**config.mk**
```make
export PLATFORM = sky130hd
export DESIGN_NAME = dsp_backend
export DESIGN_NICKNAME = d
export VERILOG_FILES = /design/src/logic/dsp_pkg.sv /design/src/logic/dsp_backend.sv /design/src/logic/mlsd_checker.sv /design/src/logic/bit_slicer.sv /design/src/logic/ffe_filter.sv /design/src/logic/code_history.sv /design/src/logic/dsp_cfg_regs.sv
export SDC_FILE = /design/constraint.sdc
export NUM_CORES = 2
export LEC_CHECK = 0
export ABC_CLOCK_PERIOD_IN_PS = 12400
export BUFFER_PORTS_ARGS = -buffer_cell sky130_fd_sc_hd__buf_4
export CORE_MARGIN = 2
export CORE_UTILIZATION = 30
export CTS_BUF_LIST = sky130_fd_sc_hd__clkbuf_4
export CTS_CLUSTER_SIZE = 24
export DETAILED_ROUTE_END_ITERATION = 16
export GPL_TIMING_DRIVEN = 1
export PLACE_DENSITY_LB_ADDON = 0.25
export SLEW_MARGIN = 20
export SYNTH_ARGS = -nofsm -noshare
export SYNTH_HDL_FRONTEND = slang
export SYNTH_HIERARCHICAL = 1
export SYNTH_SLANG_ARGS = --single-unit
```
**constraint.sdc**
```tcl
create_clock -name clk -period 12.4 [get_ports clk]
set_input_delay 0.62 -clock clk [delete_from_list [all_inputs] [get_ports clk]]
set_output_delay 0.62 -clock clk [all_outputs]
set_load 0.03 [all_outputs]
```
**src/logic/dsp_pkg.sv**
```systemverilog
package dsp_pkg;

	// lane and sample widths
	localparam int channel_width = 4;  // lanes per word, lane 0 oldest
	localparam int code_precision = 8;
	localparam int weight_precision = 8;
	localparam int ffe_length = 3;
	localparam int ffe_shift_precision = 3;
	localparam int output_precision = 10;
	localparam int thresh_precision = 10;
	localparam int estimate_depth = 3;
	localparam int estimate_precision = 8;
	localparam int mlsd_shift_precision = 3;
	localparam int code_history_depth = 3;  // current word plus two stored

	// derived datapath widths
	localparam int ffe_sum_width = code_precision + weight_precision + 2;
	localparam int est_max = 2 ** (output_precision - 1) - 1;
	localparam int est_min = -(2 ** (output_precision - 1));
	localparam int mlsd_pred_width = estimate_precision + 2;
	localparam int mlsd_diff_width = mlsd_pred_width + 1;

	// configuration address map: [5:4] kind, [3:2] lane, [1:0] tap
	localparam int cfg_addr_width = 6;
	localparam int cfg_data_width = 16;
	localparam int cfg_kind_width = 2;
	localparam int cfg_lane_width = 2;
	localparam int cfg_tap_width = 2;

	localparam logic [cfg_kind_width-1:0] cfg_kind_weight = 2'd0;
	localparam logic [cfg_kind_width-1:0] cfg_kind_chan_est = 2'd1;
	localparam logic [cfg_kind_width-1:0] cfg_kind_slicer = 2'd2;
	localparam logic [cfg_kind_width-1:0] cfg_kind_mlsd = 2'd3;

	// one write word, read as a coefficient or as slicer/checker control
	typedef union packed {
		struct packed {
			logic [cfg_data_width-weight_precision-1:0] spare;
			logic signed [weight_precision-1:0] value;
		} coef;
		struct packed {
			logic [cfg_data_width-thresh_precision-ffe_shift_precision-1:0] spare;
			logic [ffe_shift_precision-1:0] shift;  // ffe or mlsd shift by kind
			logic signed [thresh_precision-1:0] thresh;
		} ctrl;
	} cfg_word_u;

endpackage
```
**src/logic/dsp_backend.sv**
```systemverilog
module dsp_backend (
	input  logic clk,
	input  logic rstb,
	input  logic [dsp_pkg::channel_width-1:0][dsp_pkg::code_precision-1:0] codes_i,
	input  logic in_valid_i,
	input  logic cfg_we_i,
	input  logic [dsp_pkg::cfg_addr_width-1:0] cfg_addr_i,
	input  dsp_pkg::cfg_word_u cfg_wdata_i,
	output logic [dsp_pkg::channel_width-1:0][dsp_pkg::output_precision-1:0] estimated_bits_o,
	output logic est_valid_o,
	output logic [dsp_pkg::channel_width-1:0] checked_bits_o,
	output logic chk_valid_o
);
	import dsp_pkg::*;

	logic [channel_width-1:0][ffe_length-1:0][weight_precision-1:0] weights;
	logic [channel_width-1:0][estimate_depth-1:0][estimate_precision-1:0] chan_est;
	logic [channel_width-1:0][thresh_precision-1:0] thresh;
	logic [channel_width-1:0][ffe_shift_precision-1:0] ffe_shift;
	logic [channel_width-1:0][mlsd_shift_precision-1:0] mlsd_shift;

	logic [code_history_depth-1:0][channel_width-1:0][code_precision-1:0] code_hist;
	logic [channel_width-1:0] sliced_bits;
	logic [channel_width-1:0] sliced_prev_bits;
	logic [2:0] valid_q;  // valid delay line, one entry per pipeline stage

	dsp_cfg_regs u_cfg_regs (
		.clk          (clk),
		.rstb         (rstb),
		.cfg_we_i     (cfg_we_i),
		.cfg_addr_i   (cfg_addr_i),
		.cfg_wdata_i  (cfg_wdata_i),
		.weights_o    (weights),
		.chan_est_o   (chan_est),
		.thresh_o     (thresh),
		.ffe_shift_o  (ffe_shift),
		.mlsd_shift_o (mlsd_shift)
	);

	code_history u_code_history (
		.clk     (clk),
		.rstb    (rstb),
		.codes_i (codes_i),
		.hist_o  (code_hist)
	);

	ffe_filter u_ffe (
		.clk          (clk),
		.rstb         (rstb),
		.curr_codes_i (code_hist[0]),
		.prev_codes_i (code_hist[1]),
		.weights_i    (weights),
		.ffe_shift_i  (ffe_shift),
		.est_o        (estimated_bits_o)
	);

	bit_slicer u_slicer (
		.clk         (clk),
		.rstb        (rstb),
		.est_i       (estimated_bits_o),
		.thresh_i    (thresh),
		.bits_o      (sliced_bits),
		.prev_bits_o (sliced_prev_bits)
	);

	// codes two cycles old line up with the sliced word
	mlsd_checker u_mlsd (
		.clk          (clk),
		.rstb         (rstb),
		.bits_i       (sliced_bits),
		.prev_bits_i  (sliced_prev_bits),
		.codes_i      (code_hist[2]),
		.chan_est_i   (chan_est),
		.mlsd_shift_i (mlsd_shift),
		.checked_o    (checked_bits_o)
	);

	always_ff @(posedge clk or negedge rstb) begin
		if (!rstb) begin
			valid_q <= '0;
		end else begin
			valid_q <= {valid_q[1:0], in_valid_i};
		end
	end

	assign est_valid_o = valid_q[0];  // ffe stage
	assign chk_valid_o = valid_q[2];  // ffe, slicer and checker stages

endmodule

```
**src/logic/mlsd_checker.sv**
```systemverilog
module mlsd_checker (
	input  logic clk,
	input  logic rstb,
	input  logic [dsp_pkg::channel_width-1:0] bits_i,
	input  logic [dsp_pkg::channel_width-1:0] prev_bits_i,
	input  logic [dsp_pkg::channel_width-1:0][dsp_pkg::code_precision-1:0] codes_i,
	input  logic [dsp_pkg::channel_width-1:0][dsp_pkg::estimate_depth-1:0]
		[dsp_pkg::estimate_precision-1:0] chan_est_i,
	input  logic [dsp_pkg::channel_width-1:0][dsp_pkg::mlsd_shift_precision-1:0] mlsd_shift_i,
	output logic [dsp_pkg::channel_width-1:0] checked_o
);
	import dsp_pkg::*;

	// bit n of lane c sits at channel_width+c, older bits below it
	logic [2*channel_width-1:0] bit_win;
	logic [channel_width-1:0] checked_d;

	assign bit_win = {bits_i, prev_bits_i};

	for (genvar c = 0; c < channel_width; c++) begin : g_lane
		logic signed [mlsd_pred_width-1:0] past_sum;
		logic signed [mlsd_pred_width-1:0] pred_keep;
		logic signed [mlsd_pred_width-1:0] pred_flip;
		logic signed [mlsd_diff_width-1:0] diff_keep;
		logic signed [mlsd_diff_width-1:0] diff_flip;
		logic [mlsd_diff_width-1:0] abs_keep;
		logic [mlsd_diff_width-1:0] abs_flip;
		logic flip_wins;

		// past symbols as sliced, +1 for bit 1 and -1 for bit 0
		always_comb begin
			past_sum = '0;
			for (int j = 1; j < estimate_depth; j++) begin
				if (bit_win[channel_width + c - j]) begin
					past_sum = past_sum + $signed(chan_est_i[c][j]);
				end else begin
					past_sum = past_sum - $signed(chan_est_i[c][j]);
				end
			end
		end

		// the cursor term enters with the sliced sign or the flipped one
		always_comb begin
			if (bits_i[c]) begin
				pred_keep = past_sum + $signed(chan_est_i[c][0]);
				pred_flip = past_sum - $signed(chan_est_i[c][0]);
			end else begin
				pred_keep = past_sum - $signed(chan_est_i[c][0]);
				pred_flip = past_sum + $signed(chan_est_i[c][0]);
			end
		end

		assign diff_keep = $signed(codes_i[c]) - (pred_keep >>> mlsd_shift_i[c]);
		assign diff_flip = $signed(codes_i[c]) - (pred_flip >>> mlsd_shift_i[c]);
		assign abs_keep = diff_keep < 0 ? -diff_keep : diff_keep;
		assign abs_flip = diff_flip < 0 ? -diff_flip : diff_flip;
		assign flip_wins = abs_flip < abs_keep;  // tie keeps the sliced bit

		assign checked_d[c] = bits_i[c] ^ flip_wins;
	end

	always_ff @(posedge clk or negedge rstb) begin
		if (!rstb) begin
			checked_o <= '0;
		end else begin
			checked_o <= checked_d;
		end
	end

endmodule

```
**src/logic/bit_slicer.sv**
```systemverilog
module bit_slicer (
	input  logic clk,
	input  logic rstb,
	input  logic [dsp_pkg::channel_width-1:0][dsp_pkg::output_precision-1:0] est_i,
	input  logic [dsp_pkg::channel_width-1:0][dsp_pkg::thresh_precision-1:0] thresh_i,
	output logic [dsp_pkg::channel_width-1:0] bits_o,
	output logic [dsp_pkg::channel_width-1:0] prev_bits_o
);
	import dsp_pkg::*;

	logic [channel_width-1:0] bits_d;

	always_comb begin
		for (int c = 0; c < channel_width; c++) begin
			bits_d[c] = $signed(est_i[c]) >= $signed(thresh_i[c]);  // tie slices to 1
		end
	end

	always_ff @(posedge clk or negedge rstb) begin
		if (!rstb) begin
			bits_o <= '0;
			prev_bits_o <= '0;
		end else begin
			bits_o <= bits_d;
			prev_bits_o <= bits_o;  // past-bit window for the checker
		end
	end

endmodule

```
**src/logic/ffe_filter.sv**
```systemverilog
module ffe_filter (
	input  logic clk,
	input  logic rstb,
	input  logic [dsp_pkg::channel_width-1:0][dsp_pkg::code_precision-1:0] curr_codes_i,
	input  logic [dsp_pkg::channel_width-1:0][dsp_pkg::code_precision-1:0] prev_codes_i,
	input  logic [dsp_pkg::channel_width-1:0][dsp_pkg::ffe_length-1:0]
		[dsp_pkg::weight_precision-1:0] weights_i,
	input  logic [dsp_pkg::channel_width-1:0][dsp_pkg::ffe_shift_precision-1:0] ffe_shift_i,
	output logic [dsp_pkg::channel_width-1:0][dsp_pkg::output_precision-1:0] est_o
);
	import dsp_pkg::*;

	// previous word in the low lanes, so sample n-k sits at channel_width+c-k
	logic [2*channel_width-1:0][code_precision-1:0] code_win;
	logic [channel_width-1:0][output_precision-1:0] est_d;

	assign code_win = {curr_codes_i, prev_codes_i};

	for (genvar c = 0; c < channel_width; c++) begin : g_lane
		logic signed [ffe_sum_width-1:0] acc;
		logic signed [ffe_sum_width-1:0] acc_sh;

		always_comb begin
			acc = '0;
			for (int k = 0; k < ffe_length; k++) begin
				acc = acc + $signed(weights_i[c][k])
					* $signed(code_win[channel_width + c - k]);
			end
		end

		assign acc_sh = acc >>> ffe_shift_i[c];

		// clamp to the estimate range
		always_comb begin
			if (acc_sh > est_max) begin
				est_d[c] = output_precision'(est_max);
			end else if (acc_sh < est_min) begin
				est_d[c] = output_precision'(est_min);
			end else begin
				est_d[c] = acc_sh[output_precision-1:0];
			end
		end
	end

	always_ff @(posedge clk or negedge rstb) begin
		if (!rstb) begin
			est_o <= '0;
		end else begin
			est_o <= est_d;
		end
	end

endmodule

```
**src/logic/code_history.sv**
```systemverilog
module code_history (
	input  logic clk,
	input  logic rstb,
	input  logic [dsp_pkg::channel_width-1:0][dsp_pkg::code_precision-1:0] codes_i,
	output logic [dsp_pkg::code_history_depth-1:0][dsp_pkg::channel_width-1:0]
		[dsp_pkg::code_precision-1:0] hist_o
);
	import dsp_pkg::*;

	// stored words, entry i is the word i cycles old
	logic [code_history_depth-1:1][channel_width-1:0][code_precision-1:0] hist_q;

	// shifts every clock, valid or not
	always_ff @(posedge clk or negedge rstb) begin
		if (!rstb) begin
			hist_q <= '0;
		end else begin
			hist_q[1] <= codes_i;
			for (int i = 2; i < code_history_depth; i++) begin
				hist_q[i] <= hist_q[i-1];
			end
		end
	end

	// entry 0 is the live word so the ffe sees it in the same cycle
	assign hist_o[0] = codes_i;
	assign hist_o[code_history_depth-1:1] = hist_q;

endmodule

```
**src/logic/dsp_cfg_regs.sv**
```systemverilog
module dsp_cfg_regs (
	input  logic clk,
	input  logic rstb,
	input  logic cfg_we_i,
	input  logic [dsp_pkg::cfg_addr_width-1:0] cfg_addr_i,
	input  dsp_pkg::cfg_word_u cfg_wdata_i,
	output logic [dsp_pkg::channel_width-1:0][dsp_pkg::ffe_length-1:0]
		[dsp_pkg::weight_precision-1:0] weights_o,
	output logic [dsp_pkg::channel_width-1:0][dsp_pkg::estimate_depth-1:0]
		[dsp_pkg::estimate_precision-1:0] chan_est_o,
	output logic [dsp_pkg::channel_width-1:0][dsp_pkg::thresh_precision-1:0] thresh_o,
	output logic [dsp_pkg::channel_width-1:0][dsp_pkg::ffe_shift_precision-1:0] ffe_shift_o,
	output logic [dsp_pkg::channel_width-1:0][dsp_pkg::mlsd_shift_precision-1:0] mlsd_shift_o
);
	import dsp_pkg::*;

	logic [cfg_kind_width-1:0] kind;
	logic [cfg_lane_width-1:0] lane;
	logic [cfg_tap_width-1:0] tap;

	assign kind = cfg_addr_i[5:4];
	assign lane = cfg_addr_i[3:2];
	assign tap = cfg_addr_i[1:0];

	always_ff @(posedge clk or negedge rstb) begin
		if (!rstb) begin
			weights_o <= '0;
			chan_est_o <= '0;
			thresh_o <= '0;
			ffe_shift_o <= '0;
			mlsd_shift_o <= '0;
		end else if (cfg_we_i) begin
			case (kind)
				cfg_kind_weight: begin
					if (tap < ffe_length) begin  // tap 3 has no register
						weights_o[lane][tap] <= cfg_wdata_i.coef.value;
					end
				end
				cfg_kind_chan_est: begin
					if (tap < estimate_depth) begin
						chan_est_o[lane][tap] <= cfg_wdata_i.coef.value;
					end
				end
				cfg_kind_slicer: begin
					// threshold and ffe shift share one write
					thresh_o[lane] <= cfg_wdata_i.ctrl.thresh;
					ffe_shift_o[lane] <= cfg_wdata_i.ctrl.shift;
				end
				cfg_kind_mlsd: begin
					mlsd_shift_o[lane] <= cfg_wdata_i.ctrl.shift;  // threshold field unused
				end
				default: begin
				end
			endcase
		end
	end

endmodule

```
# [Yosys cells after proc, flatten, opt, wreduce, memory -nomap -nowiden]
# Index checks and enable logic that the tools add are counted.
# Widths: inputs -> output; s select.
[word_totals] register_bits=375 input_bits=58 out_inout_bits=46 word_cells=208
[classes] n_addsub=44 multipliers=12 magnitude_cmp=29 n_eq_ne=3 shift=12 muxes=45 n_bitwise=4 reduce_logical=7
[ops] operator="$mux 10" n=25
[ops] operator="$bwmux 96" n=2
[ops] operator="$mul 8x8->16" n=12
[ops] operator="$add 18x18->18" n=8
[ops] operator="$lt 11x1->1 const B" n=8
[ops] operator="$mux 11" n=8
[ops] operator="$neg 11->11" n=8
[ops] operator="$sshr 10x3->11" n=8
[ops] operator="$sub 8x11->11" n=8
[ops] operator="$add 10x8->10" n=8
[ops] operator="$sub 10x8->10" n=8
[ops] operator="$gt 18x10->1 const B" n=4
[ops] operator="$lt 18x10->1 const B" n=4
[ops] operator="$sshr 18x3->18" n=4
[ops] operator="$demux 24 s2" n=1
[ops] operator="$lt 11x11->1" n=4
[ops] operator="$bwmux 40" n=1
[ops] operator="$ge 10x10->1" n=4
[ops] operator="$sub 1x8->9 const A" n=4
[ops] operator="$bwmux 12" n=2
[ops] operator="$mux 24" n=1
[ops] operator="$demux 10 s2" n=1
[ops] operator="$demux 8 s2" n=1
[ops] operator="$mux 8" n=1
[ops] operator="other kinds (12)" n=21

# [Depth between registers and ports, before layout]
[depth] ltp_word=12 mapped_depth=42 ltp_nobuf=37

# [Cells and area by module]
# The synthesis kept the hierarchy.
[by_module_without_submodules] module="ffe_filter" n_inst=1 cells_per_inst=3823 area_each_um2=36278.5 seq_area_each_um2=1001.0
[by_module_without_submodules] module="mlsd_checker" n_inst=1 cells_per_inst=2287 area_each_um2=16334.4 seq_area_each_um2=100.1
[by_module_without_submodules] module="dsp_cfg_regs" n_inst=1 cells_per_inst=598 area_each_um2=9814.4 seq_area_each_um2=6406.1
[by_module_without_submodules] module="code_history" n_inst=1 cells_per_inst=96 area_each_um2=1841.8 seq_area_each_um2=1601.5
[by_module_without_submodules] module="bit_slicer" n_inst=1 cells_per_inst=141 area_each_um2=1198.6 seq_area_each_um2=200.2
[by_module_without_submodules] module="dsp_backend" n_inst=1 cells_per_inst=3 area_each_um2=75.1 seq_area_each_um2=75.1

# [Worst setup path before layout]
# Ideal clock, no wire load.
[synth_path] kind="reg-to-reg" startpoint="reg u_slicer/bits_o[0] in the netlist's numbering" endpoint="reg u_mlsd/checked_o[1] in the netlist's numbering" setup_ps=136 t_arrival_ps=8704 t_required_ps=12264 setup_slack_ps=3560 path_stages_with_launch=41 path_buffers=6 period_less_slack_ps=8840 path_cell_list="dfrtp_1 clkbuf_1 clkbuf_1 clkbuf_1 clkbuf_1 buf_1 nor2_1 xor2_1 ha_1 nor2b_1 o21ai_0 nand2b_1 a21o_1 a21o_1 xor2_1 ha_1 or3_1 or3_1 [5 not listed] nor3_1 ha_1 fa_1 nor2b_1 o21ai_0 a21boi_0 o31a_1 o211ai_1 a31oi_1 mux2i_1 ha_1 a21o_1 a21o_1 a21o_1 a211oi_1 o21ai_0 a2111oi_0 nor3b_1"
[synth_via] elab_chain_cells=11 word_cells_on_any_way=20 cone_classes="8 x add/sub; 3 x order compare; 2 x shift; 6 x mux; 1 x bitwise"
[synth_lines] item="from (decl)" line_no="bit_slicer.sv:6" text="output logic [dsp_pkg::channel_width-1:0] bits_o,"
[synth_lines] item="from (signal assigned)" line_no="bit_slicer.sv:24" text="bits_o <= bits_d;"
[synth_lines] item="$mux 10 *" line_no="mlsd_checker.sv:34" text="if (bit_win[channel_width + c - j]) begin"
[synth_lines] item="$sub 10x8->10 / $add 10x8->10 (equally long branches)" line_no="mlsd_checker.sv:37, mlsd_checker.sv:35"
[synth_lines] item="$mux 10 *" line_no="mlsd_checker.sv:34"
[synth_lines] item="$add 10x8->10 / $sub 10x8->10 (equally long branches)"
[synth_lines] item="$mux 10" line_no="mlsd_checker.sv:44" text="if (bits_i[c]) begin"
[synth_lines] item="$sshr 10x3->11 (on tied branches)" line_no="mlsd_checker.sv:54, mlsd_checker.sv:53"
[synth_lines] item="$sub 8x11->11 (on tied branches)" line_no="mlsd_checker.sv:54, mlsd_checker.sv:53"
[synth_lines] item="$neg 11->11 (tied with other cells)" line_no="mlsd_checker.sv:56" text="assign abs_flip = diff_flip < 0 ? -diff_flip : diff_flip;"
[synth_lines] item="$mux 11 (on tied branches)" line_no="mlsd_checker.sv:56, mlsd_checker.sv:55"
[synth_lines] item="$lt 11x11->1 *" line_no="mlsd_checker.sv:57" text="assign flip_wins = abs_flip < abs_keep;"
[synth_lines] item="$xor 1x1->1 *" line_no="mlsd_checker.sv:59" text="assign checked_d[c] = bits_i[c] ^ flip_wins;"
[synth_lines] item="net u_mlsd.checked_d[1]" line_no="mlsd_checker.sv:16" text="logic [channel_width-1:0] checked_d;"
[synth_lines] item="to (signal assigned)" line_no="mlsd_checker.sv:66" text="checked_o <= checked_d;"
[synth_lines] item="to (decl)" line_no="mlsd_checker.sv:10" text="output logic [dsp_pkg::channel_width-1:0] checked_o"
# Mark *: on every way through the listed nets, which the timed path passes. The rest lies on a longest branch.
# A chain may end at the register's enable or synchronous reset.

# [Worst setup path after layout]
[layout_path] startpoint="reg u_slicer/prev_bits_o[3] in the netlist's numbering" endpoint="reg u_mlsd/checked_o[1] in the netlist's numbering"
[layout_via] elab_chain_cells=9 word_cells_on_any_way=17 cone_classes="6 x add/sub; 3 x order compare; 2 x shift; 5 x mux; 1 x bitwise"
[layout_lines] item="from (decl)" line_no="bit_slicer.sv:7" text="output logic [dsp_pkg::channel_width-1:0] prev_bits_o"
[layout_lines] item="from (signal assigned)" line_no="bit_slicer.sv:25" text="prev_bits_o <= bits_o;"
[layout_lines] item="$mux 10 *" line_no="mlsd_checker.sv:34"
[layout_lines] item="$add 10x8->10 / $sub 10x8->10 (equally long branches)"
[layout_lines] item="$mux 10" line_no="mlsd_checker.sv:44"
[layout_lines] item="$sshr 10x3->11 (on tied branches)" line_no="mlsd_checker.sv:54, mlsd_checker.sv:53"
[layout_lines] item="$sub 8x11->11 (on tied branches)" line_no="mlsd_checker.sv:54, mlsd_checker.sv:53"
[layout_lines] item="$neg 11->11 (tied with other cells)" line_no="mlsd_checker.sv:56"
[layout_lines] item="$mux 11 (on tied branches)" line_no="mlsd_checker.sv:56, mlsd_checker.sv:55"
[layout_lines] item="$lt 11x11->1 *" line_no="mlsd_checker.sv:57"
[layout_lines] item="$xor 1x1->1 *" line_no="mlsd_checker.sv:59"
[layout_lines] item="net u_mlsd.checked_d[1]" line_no="mlsd_checker.sv:16"
# Marked as above.

==> summary.md <==
| Metric | Value |
|---|---|
| RSZ-0062 raised after global routing | `no` |
| H-tree levels | `3` |
| Min Hold Slack | `0.227 ns` |
| Aggregate global routing overflow | `0` |
| Vias per Instance | `4.88` |
| Via count | `48457` |
| DRT iter0 DRCs | `2694` |
| FF-to-FF Start | `u_slicer/prev_bits_o[3]` |
| Post-synthesis area per instance | `9.43 um^2` |
| CTS tree | `done` |
| Share of layout cells above drive strength 1 | `0.105` |
| Minimum clock period | `9.14 ns` |
| Root Driver | `clkbuf_4` |
| IO buf count | `100` |
| Initial Utilization | `0.302` |
| # setup viols final | `0` |
| DRT antenna net count | `0` |
| Post-route setup TNS | `0 ns` |
| CP Class | `reg2reg` |
| Startpoint types | `register` |
| Clock sink total | `373` |
| Global-route wire length before repair | `291000 um` |
| Mapped Area | `65500 um^2` |
| Fin crit share | `0.737` |
| CTS clk-pin slew, worst paths | `0.07 ns` |
| Critical path capture point type | `register` |
| Vias in the first global route | `50627` |
| Worst-path fanout max | `20` |
| Drt wl/cell | `18.3 um` |
| Max Transition Viols Final | `0` |
| First drt pass iteration count | `6` |
| WP data required | `13.23 ns` |
| Clk_lat worst skew | `1.02 ns` |
| Worst Skew | `0.0641 ns` |
| FMAX | `109 MHz` |
| Slew @ Worst Pin | `1.17 ns` |
| Total Wirelength | `182000 um` |
| Yosys warning count | `6` |
| Buf+Inv Stages, Crit Path | `0` |
| Die Wd | `471 um` |
| Inserted Clock Buffers | `109` |
| Vert. Die Dim | `471 um` |
| Final #Nets | `8561` |
| Die area | `222000 um^2` |
| HP Class | `in2reg` |
| Row Count | `171` |
| Hold Startpoint | `cfg_wdata_i[12]` |
| Max clock buf depth | `3` |
| I/O Pins | `104` |
| Post-route DRC | `0` |
| Syn nets | `8536` |
| Crit-path leading delay family | `compound AO/OA/AOI/OAI gates` |
| DP Area | `68900 um^2` |
| Antenna violations before repair | `33` |
| Status | `completed` |
| Tot GR Track Use | `0.167` |
| # resized after CTS | `0` |
| Final Instance Area | `70700 um^2` |
| Rel. slew slack | `0.221` |
| Worst path max stage delay | `0.83 ns` |
| Largest net degree at the start of global routing | `101` |
| Core Region | `217000 um^2` |
| Most frequent cell on the critical path | `a21o_1` |
| Fin. Hold Viols | `0` |
| Critical Path AT | `9.97 ns` |
| Cells after Synth | `6946` |
| HPWL after DPL | `145000 um` |
| Area delta synth->final | `8.02%` |
| Max Cap Viol | `0` |
| Critical Path Source | `u_slicer/prev_bits_o[3]` |
| CP max stage cell | `dfrtp_1` |
| Final Wtd Congestion | `0.831` |
state kept, by name, indices dropped and copies added, names as in the netlist:
register and count:
u_cfg_regs/mlsd_shift_o 12, u_cfg_regs/ffe_shift_o 12, u_slicer/bits_o 4, u_cfg_regs/chan_est_o 96, valid_q 3, u_ffe/est_o 40
u_code_history/hist_o 64, u_slicer/prev_bits_o 2, u_mlsd/checked_o 4, u_cfg_regs/thresh_o 40, u_cfg_regs/weights_o 96
through the flow:
| stage | utilization | worst slack, ns | std cells |
|---|---|---|---|
| 2_1_floorplan | - | 3.58 | 6946 |
| 3_3_place_gp | 0.317 | 3.56 | 9676 |
| 3_5_place_dp | 0.317 | 3.37 | 9676 |
| 4_1_cts | 0.326 | 3.28 | 9910 |
| 5_1_grt | 0.326 | 2.51 | 9912 |
| 6_report | 0.326 | 3.26 | 9926 |
worst paths after layout:
kind                                                to  slack [ns]  depth (start not counted)
max in group asynchronous              u_ffe/est_o[18]        9.44                          5
hold / removal             u_cfg_regs/mlsd_shift_o[11]        0.23                          2
setup / recovery                   u_mlsd/checked_o[1]        3.26                         34
min in group asynchronous          u_mlsd/checked_o[1]        0.27                          2
hold reg to reg              u_code_history/hist_o[64]        0.33                          0
setup reg to reg                   u_mlsd/checked_o[1]        3.26                         34
layer usage:
layer / global-route usage / part of all wire / vias to the layer above
li1: - / - / 22835
met1: 0.220 / 0.44 / 24526
met2: 0.289 / 0.50 / 889
met3: 0.0147 / 0.034 / 201
met4: 0.0474 / 0.025 / 6
met5: 0 / 0.00016 / -
cells in the final DEF, fill, tap and decap left out, types with 22 or more instances in the layout:
cell type / instances
nand4_1: 22
nand2b_1: 53
mux2_2: 307
nor3_1: 131
nor2_1: 380
a21oi_1: 230
nor2b_1: 77
mux4_2: 23
a21o_1: 67
clkbuf_4: 147
o21bai_1: 27
a31oi_1: 40
dfrtp_1: 371
xnor2_1: 177
dlygate4sd3_1: 38
or2_2: 22
inv_1: 1174
mux2i_1: 123
nor3b_1: 29
o21a_1: 43
buf_4: 126
and2_1: 407
nand2_1: 470
xor2_1: 138
o21ai_0: 212
nand3_1: 65
ha_1: 576
fa_1: 956
nor4_1: 26
or3_1: 33
clkinv_1: 31
o211ai_1: 41
a211oi_1: 62
layout make-up:
type                    count  area, um^2
repair buffers            165        1340
clock buffers             147        1100
diodes                     16        40.0
fillers                 22449      146000
well taps                2854        3570
clock inverters            49         304
flip-flops and latches    373        9340
multi-input cells        5133       50600
inverters                1189        4460
repair_timing:
action	4_1_cts	5_1_grt
buffers inserted	0	0
hold buffers	38	0
hold endpoints to repair	147	0
Power is not shown: default switching activity piles up to over one toggle a cycle in this logic, so the estimate is an artifact.
